File: config.mk
export PLATFORM = sky130hd
export DESIGN_NAME = sadTop
export DESIGN_NICKNAME = d
export VERILOG_FILES = /design/src/rtl/sadPkg.sv /design/src/rtl/sadAbsDiff.sv /design/src/rtl/sadAdderTree.sv /design/src/rtl/sadStageReg.sv /design/src/rtl/sadTop.sv /design/src/rtl/sadWriteback.sv
export SDC_FILE = /design/constraint.sdc
export NUM_CORES = 2
export LEC_CHECK = 0
export BUFFER_PORTS_ARGS = -buffer_cell sky130_fd_sc_hd__buf_4
export CAP_MARGIN = 20
export CORE_UTILIZATION = 50
export CTS_BUF_LIST = sky130_fd_sc_hd__clkbuf_8 sky130_fd_sc_hd__clkbuf_16
export DETAILED_ROUTE_END_ITERATION = 16
export PLACE_DENSITY = 0.76
export SLEW_MARGIN = 10
export SYNTH_ARGS = -nofsm -noshare
export SYNTH_HDL_FRONTEND = slang
export SYNTH_SLANG_ARGS = --single-unit
File: constraint.sdc
create_clock -name Clk -period 9 [get_ports Clk]
set_input_delay 0.45 -clock Clk [delete_from_list [all_inputs] [get_ports Clk]]
set_output_delay 0.45 -clock Clk [all_outputs]
set_load 0.005 [all_outputs]
File: src/rtl/sadPkg.sv
`default_nettype none

package sadPkg;

    //////////////////////////////
    // Sizes
    //////////////////////////////

    // Sample pairs per SAD instruction
    localparam int laneCount = 16;
    localparam int sampleWidth = 16;
    // 16 lanes of 16-bit differences need 4 extra bits
    localparam int sumWidth = 20;

    // SAD instruction encoding, SPECIAL2 style R-type
    localparam logic [5:0] sadOpcode = 6'b011100;
    localparam logic [5:0] sadFunct = 6'b111010;

    //////////////////////////////
    // Bundle types
    //////////////////////////////

    typedef struct packed {
        logic memToReg;
        logic regWrite;
        logic [4:0] writeReg;
        logic jal;
        logic display;
        logic branch;
        logic [1:0] branchType;
    } sadCtrlT;

    typedef struct packed {
        logic [31:0] memReadData;
        logic [31:0] aluResult;
        logic [31:0] pcPlus4;
        logic [31:0] instruction;
    } sadDataT;

    // Upper half current sample, lower half reference sample
    typedef logic [laneCount-1:0][31:0] sadPairsT;
    typedef logic [laneCount-1:0][sampleWidth-1:0] sadDiffsT;

    // Payloads carried by the three stage registers
    typedef struct packed {
        sadDataT data;
        sadPairsT pairs;
    } stageAT;

    typedef struct packed {
        sadDataT data;
        sadDiffsT diffs;
    } stageBT;

    typedef struct packed {
        sadDataT data;
        logic [sumWidth-1:0] sum;
    } stageCT;

endpackage

`default_nettype wire

File: src/rtl/sadAbsDiff.sv
`timescale 1ns/1ps
`default_nettype none

module sadAbsDiff (
    input wire sadPkg::sadPairsT pairs,
    output sadPkg::sadDiffsT diffs
);

    localparam int sw = sadPkg::sampleWidth;

    // One comparator and subtractor per lane
    for (genvar i = 0; i < sadPkg::laneCount; i++) begin : gLane
        logic [sw-1:0] curSample;
        logic [sw-1:0] refSample;
        logic curLarger;

        assign curSample = pairs[i][2*sw-1:sw];
        assign refSample = pairs[i][sw-1:0];

        // Unsigned compare
        assign curLarger = curSample > refSample;

        assign diffs[i] = curLarger ? (curSample - refSample)
                                    : (refSample - curSample);
    end

endmodule

`default_nettype wire

File: src/rtl/sadAdderTree.sv
`timescale 1ns/1ps
`default_nettype none

module sadAdderTree (
    input wire sadPkg::sadDiffsT diffs,
    output logic [sadPkg::sumWidth-1:0] sum
);

    localparam int sw = sadPkg::sampleWidth;
    localparam int n = sadPkg::laneCount;

    // Each level grows by one bit
    logic [n/2-1:0][sw:0] lvl1;
    logic [n/4-1:0][sw+1:0] lvl2;
    logic [n/8-1:0][sw+2:0] lvl3;

    //////////////////////////////
    // Level 1, 16 to 8
    //////////////////////////////
    for (genvar i = 0; i < n/2; i++) begin : gLvl1
        assign lvl1[i] = {1'b0, diffs[2*i]} + {1'b0, diffs[2*i+1]};
    end

    //////////////////////////////
    // Level 2, 8 to 4
    //////////////////////////////
    for (genvar i = 0; i < n/4; i++) begin : gLvl2
        assign lvl2[i] = {1'b0, lvl1[2*i]} + {1'b0, lvl1[2*i+1]};
    end

    //////////////////////////////
    // Level 3, 4 to 2
    //////////////////////////////
    for (genvar i = 0; i < n/8; i++) begin : gLvl3
        assign lvl3[i] = {1'b0, lvl2[2*i]} + {1'b0, lvl2[2*i+1]};
    end

    // Final level, 2 to 1
    assign sum = {1'b0, lvl3[0]} + {1'b0, lvl3[1]};

endmodule

`default_nettype wire

File: src/rtl/sadStageReg.sv
`timescale 1ns/1ps
`default_nettype none

module sadStageReg #(
    parameter type payloadT = sadPkg::stageAT
) (
    input wire logic Clk,
    input wire logic rstN,
    input wire logic flush,
    input wire sadPkg::sadCtrlT ctrlIn,
    input wire payloadT payloadIn,
    output sadPkg::sadCtrlT ctrlOut,
    output payloadT payloadOut
);

    //////////////////////////////
    // Control path
    //////////////////////////////

    // Flush turns the captured bundle into a bubble
    always_ff @(posedge Clk or negedge rstN) begin
        if (!rstN) begin
            ctrlOut <= '0;
        end else if (flush) begin
            ctrlOut <= '0;
        end else begin
            ctrlOut <= ctrlIn;
        end
    end

    //////////////////////////////
    // Payload path
    //////////////////////////////

    // Data keeps moving, even under flush
    always_ff @(posedge Clk) begin
        payloadOut <= payloadIn;
    end

endmodule

`default_nettype wire

File: src/rtl/sadTop.sv
`timescale 1ns/1ps
`default_nettype none

module sadTop (
    input wire logic Clk,
    input wire logic rstN,
    input wire logic flush,
    input wire sadPkg::sadCtrlT ctrlIn,
    input wire sadPkg::sadDataT dataIn,
    input wire sadPkg::sadPairsT pairsIn,
    output logic regWriteEn,
    output logic [4:0] writeReg,
    output logic [31:0] writeData,
    output logic displayEn,
    output logic branch,
    output logic [1:0] branchType
);

    sadPkg::sadCtrlT ctrlA;
    sadPkg::sadCtrlT ctrlB;
    sadPkg::sadCtrlT ctrlC;

    sadPkg::stageAT stageAIn;
    sadPkg::stageAT stageA;
    sadPkg::stageBT stageBIn;
    sadPkg::stageBT stageB;
    sadPkg::stageCT stageCIn;
    sadPkg::stageCT stageC;

    sadPkg::sadDiffsT diffs;
    logic [sadPkg::sumWidth-1:0] sum;

    //////////////////////////////
    // Stage A, absolute differences
    //////////////////////////////
    assign stageAIn = '{data: dataIn, pairs: pairsIn};

    sadStageReg #(.payloadT(sadPkg::stageAT)) regA (
        .Clk(Clk),
        .rstN(rstN),
        .flush(flush),
        .ctrlIn(ctrlIn),
        .payloadIn(stageAIn),
        .ctrlOut(ctrlA),
        .payloadOut(stageA)
    );

    sadAbsDiff absDiff (
        .pairs(stageA.pairs),
        .diffs(diffs)
    );

    //////////////////////////////
    // Stage B, sum
    //////////////////////////////
    assign stageBIn = '{data: stageA.data, diffs: diffs};

    sadStageReg #(.payloadT(sadPkg::stageBT)) regB (
        .Clk(Clk),
        .rstN(rstN),
        .flush(flush),
        .ctrlIn(ctrlA),
        .payloadIn(stageBIn),
        .ctrlOut(ctrlB),
        .payloadOut(stageB)
    );

    sadAdderTree adderTree (
        .diffs(stageB.diffs),
        .sum(sum)
    );

    //////////////////////////////
    // Stage C, writeback
    //////////////////////////////
    assign stageCIn = '{data: stageB.data, sum: sum};

    sadStageReg #(.payloadT(sadPkg::stageCT)) regC (
        .Clk(Clk),
        .rstN(rstN),
        .flush(flush),
        .ctrlIn(ctrlB),
        .payloadIn(stageCIn),
        .ctrlOut(ctrlC),
        .payloadOut(stageC)
    );

    sadWriteback writeback (
        .ctrl(ctrlC),
        .stage(stageC),
        .regWriteEn(regWriteEn),
        .writeReg(writeReg),
        .writeData(writeData),
        .displayEn(displayEn),
        .branch(branch),
        .branchType(branchType)
    );

endmodule

`default_nettype wire

File: src/rtl/sadWriteback.sv
`timescale 1ns/1ps
`default_nettype none

module sadWriteback (
    input wire sadPkg::sadCtrlT ctrl,
    input wire sadPkg::stageCT stage,
    output logic regWriteEn,
    output logic [4:0] writeReg,
    output logic [31:0] writeData,
    output logic displayEn,
    output logic branch,
    output logic [1:0] branchType
);

    logic isSad;
    logic [31:0] sumWord;

    // Opcode in [31:26], funct in [5:0]
    assign isSad = (stage.data.instruction[31:26] == sadPkg::sadOpcode) &&
                   (stage.data.instruction[5:0] == sadPkg::sadFunct);

    assign sumWord = {{(32 - sadPkg::sumWidth){1'b0}}, stage.sum};

    //////////////////////////////
    // Write data select
    //////////////////////////////

    // jal beats memToReg, which beats SAD
    always_comb begin
        if (ctrl.jal) begin
            writeData = stage.data.pcPlus4;
        end else if (ctrl.memToReg) begin
            writeData = stage.data.memReadData;
        end else if (isSad) begin
            writeData = sumWord;
        end else begin
            writeData = stage.data.aluResult;
        end
    end

    // Register file and branch controls
    assign regWriteEn = ctrl.regWrite;
    assign writeReg = ctrl.writeReg;
    assign displayEn = ctrl.display;
    assign branch = ctrl.branch;
    assign branchType = ctrl.branchType;

endmodule

`default_nettype wire

# Yosys cells after proc, flatten, opt, wreduce, memory -nomap -nowiden
# Cells that the tools add are included.
# classes
n_mux,22
add_sub_neg,47
n_lt_le_gt_ge,16
n_reduce_logical,1
n_eq_ne,2
# op_table
operator,n
16-bit subtractor,32
16-bit greater-than comparator,16
16-bit 2-to-1 mux,16
16-bit by 16-bit adder with 17-bit output,8
32-bit 2-to-1 mux,3
17-bit by 17-bit adder with 18-bit output,4
18-bit by 18-bit adder with 19-bit output,2
12-bit 2-to-1 mux,3
19-bit by 19-bit adder with 20-bit output,1
"6-bit by 5-bit equality test with 1-bit output, second input constant",1
"6-bit equality test, second input constant",1
1-bit logical AND,1
# totals
wordCells,154
reg_bits,1208
output_inout_bits,42

# Longest topological paths before layout
# depth
word_depth,5
mapped_depth,22
ltp_nobuf,22

# Cells and area by module
# Synthesis repeated with hierarchy kept, for this count alone.
# hier_totals
cells_unflattened,5566
area_unflattened_um2,56183.9
# by_module_without_submodules
mod,cells_each,n_inst,area_per_inst_um2
sadAbsDiff,3429,1,23533.8
sadStageReg (regA),665,1,13238.9
sadStageReg (regB),409,1,8114.0
sadAdderTree,705,1,6722.7
sadStageReg (regC),173,1,3389.5
sadWriteback,185,1,1184.9

# Worst setup path after synthesis
# OpenSTA, ideal clock, no wires.
# synth_path
path_type,reg-to-reg
startpoint,reg regB.payloadOut[194] in the netlist's numbering
endpoint,reg regC.payloadOut[18] in the netlist's numbering
path_slack_ns,3.405
setup_time_ns,0.120
arrival_time_ns,5.475
stages_incl_launch_ff,21
cell_sequence,dfxtp_1 -> inv_1 -> fa_1 -> fa_1 -> inv_1 -> fa_1 -> fa_1 -> fa_1 -> inv_1 -> fa_1 -> inv_1 -> ha_1 -> fa_1 -> a21o_1 -> a21oi_1 -> nor2b_1 -> o41ai_1 -> o2111ai_1 -> a31oi_1 -> o21ai_0 -> xnor2_1
# synth_via
elab_chain_len,4
# synth_lines
element,line,source
from (decl),sadStageReg.sv:13,output payloadT payloadOut
from (signal assigned),sadStageReg.sv:37,payloadOut <= payloadIn;
16-bit by 16-bit adder with 17-bit output,sadAdderTree.sv:21,"assign lvl1[i] = {1'b0, diffs[2*i]} + {1'b0, diffs[2*i+1]};"
17-bit by 17-bit adder with 18-bit output,sadAdderTree.sv:28,"assign lvl2[i] = {1'b0, lvl1[2*i]} + {1'b0, lvl1[2*i+1]};"
18-bit by 18-bit adder with 19-bit output,sadAdderTree.sv:35,"assign lvl3[i] = {1'b0, lvl2[2*i]} + {1'b0, lvl2[2*i+1]};"
19-bit by 19-bit adder with 20-bit output,sadAdderTree.sv:39,"assign sum = {1'b0, lvl3[0]} + {1'b0, lvl3[1]};"
net adderTree.sum (one bit),sadAdderTree.sv:6,output logic [sadPkg::sumWidth-1:0] sum
to (signal assigned),sadStageReg.sv:37,
to (decl),sadStageReg.sv:13,
# The timed path passes the listed nets, and every way through them passes these cells.

# Worst setup path after layout
# layout_path
startpoint,reg regB.payloadOut[98] in the netlist's numbering
endpoint,reg regC.payloadOut[18] in the netlist's numbering
# Same word-level chain as after synthesis.

==> results_dict.tcl <==
set metrics [dict create \
    status "finished clean" \
    grt_pass1_vias 45400 \
    start_kind "flip-flop" \
    final_common_cell "dfxtp_1" \
    ys.flop_type "dfxtp_1" \
    synth-seq-cells 1148 \
    antenna_found_initial 32 \
    h-tree-depth 3 \
    finalCritPeriodShare 0.690 \
    setup_violations 0 \
    rsz0062_at_grt "false" \
    grt_max_degree 65 \
    synth.net_count 6960 \
    cts_sinks 1148 \
    dieArea_sq_mm 0.111 \
    clockBufferDepth 3 \
    cts-root-buf "clkbuf_16" \
    end_kind "flip-flop" \
    vias_per_cell 5.18 \
    synthAdderAreaFrac 0.211 \
    path_clk_slew_ns 0.07 \
    ant_nets 0 \
    synth_area_leaders "dfxtp_1, ha_1, fa_1" \
    hold_path_depth 2 \
    grt_pass1_wl_um 255000 \
    wl_per_cell_um 20.1 \
    synth_area_sq_mm 0.0550 \
    vias 43100 \
    netlist_instances 5528 \
    drt_iter0_markers 2652 \
    ios 697 \
    hold_violations 0 \
    crit_type "reg2reg" \
    clk_latency_ns 0.74 \
    fillCellCount 8085 \
    dr.pass1.iters 6 \
    core_sq_mm 0.109 \
    ys.warnings.count 0 \
    layout_common_cells "dfxtp_1, inv_1, buf_4, dlygate4sd3_1, ha_1" \
    hold_class "in2reg" \
    async_reset_ff_frac 0.0314 \
    synth-edff-count 0 \
    cts_tree "yes" \
    postSynthAreaPerCell_sq_um 9.96 \
    drive_gt1_frac 0.140 \
    grt_usage 0.295 \
    synthMuxAreaShare 0.0347 \
    cts_resized 0 \
    die_w_um 334 \
    tightest_slew_ns 1.11 \
    synth_xor_area_frac 0.0375 \
    die_h_um 334 \
    seq_area_frac_synth 0.421 \
    relSlewSlack 0.259 \
    drc_errors 0 \
    slew_viol_final 0 \
    start_util 0.505 \
    drt_wl_total_um 167000 \
    num_rows 121 \
    synth_simple_gate_area_share 0.0892 \
    nets 8226 \
    yosys.area.top_type "dfxtp_1" \
    tns_ns 0 \
    post-cts-setup-buffer-count 0 \
    cts_made_buffers 114 \
    fmax_ghz 0.161 \
    port_buffers 676 \
    seqCellArea_sq_mm 0.0232 \
    grt_overflow 0 \
    ff2ff_path_depth 20 \
    period_needed_ns 6.21 \
    gp_congestion 0.922 \
    multi_input_area_sq_mm 0.0275 \
    worst_ep_arrival_time_ns 6.83 \
    worst-path-max-fanout 3 \
    synth_top_cell_area_share 0.404 \
    postCtsHoldBufs 633 \
    cp.required_ns 9.62 \
    synth_compound_area_frac 0.127 \
    drv_cap 0 \
    dp_hpwl_um 120000 \
    skew_ns 0.0311 \
    synthDistinctLibCells 95 \
    area_delta_synth_final_pct 30.3 \
    synth_top_family_by_area "adder cells" \
]
==> flip-flops by register name, summed over array words and instances, names as in the netlist <==
name and flops:
regA.ctrlOut 12, regC.payloadOut 128, regC.ctrlOut 12, regA.payloadOut 620
regB.ctrlOut 12, regB.payloadOut 364
==> per-stage QoR <==
stage	hold slack, ns	cell area [sq um]	utilization	setup WS (ns)	cells
6_report	0.121	71700	0.658	2.79	8325
5_1_grt	0.109	71700	0.658	2.36	8320
4_1_cts	0.0728	71600	0.657	2.77	8302
3_5_place_dp	0.312	61100	0.561	2.75	7454
3_3_place_gp	0.310	61100	0.561	2.80	7454
2_1_floorplan	0.154	55000	-	3.40	5528
==> routing by layer <==
layer  track usage  routed length [um]  up-vias
met4         0.151                9330       14
met3        0.0488                8940      477
li1              -                   -    20600
met5             0                  93        -
met1         0.347               67200    20600
met2         0.517               81700     1439
==> critical path: stages (launching register included) <==
cell,delay [ns]
dfxtp_1,0.32
fa_1,0.56
inv_1,0.07
fa_1,0.51
inv_1,0.06
fa_1,0.58
fa_1,0.45
fa_1,0.49
inv_1,0.05
fa_1,0.47
inv_1,0.04
ha_1,0.21
fa_1,0.46
a21o_1,0.18
a21oi_1,0.21
nor2b_1,0.10
o41ai_1,0.57
o2111ai_1,0.22
a31oi_1,0.28
o21ai_0,0.13
xnor2_1,0.16
==> final cells by class <==
type | instances | share of cell area
flip-flops and latches | 1148 | 0.323
inverters | 945 | 0.0495
diodes | 18 | 0.000628
clock inverters | 87 | 0.0156
clock buffers | 128 | 0.0425
multi-input cells | 3264 | 0.383
well taps | 1414 | 0.0247
repair buffers | 1321 | 0.161
==> synthesized netlist by cell type (73+ instances only) <==
library cell  number
nor3_1            84
nand2_1          229
nand3_1           76
xor2_1           117
nand2b_1          73
nor2_1           226
nor2b_1           91
mux2i_1          176
clkbuf_1          91
o21ai_0          199
a21oi_1          346
ha_1             525
a21o_1           163
dfxtp_1         1112
inv_1            945
xnor2_1          119
fa_1             252
==> cells by family after synthesis <==
| kind of cell | Yosys count |
|---|---|
| buffers and inverters | 1116 |
| AOI/OAI and AO/OA | 1080 |
| xor gates and xnor gates | 236 |
| DFF | 1148 |
| and+or+nand+nor | 982 |
| adders and majority gates | 777 |
| muxes | 189 |
==> final timing paths <==
check	end	start	slack (ns)
max in group asynchronous	regC.ctrlOut[4]	rstN	8.43
setup / recovery	regC.payloadOut[18]	regB.payloadOut[98]	2.79
setup reg to reg	regC.payloadOut[18]	regB.payloadOut[98]	2.79
min in group asynchronous	regA.ctrlOut[10]	rstN	0.22
hold / removal	regC.ctrlOut[1]	flush	0.12
hold reg to reg	regB.payloadOut[259]	regA.payloadOut[515]	0.32
Power is not shown: default switching activity piles up to over one toggle a cycle in this logic, so the estimate is an artifact.
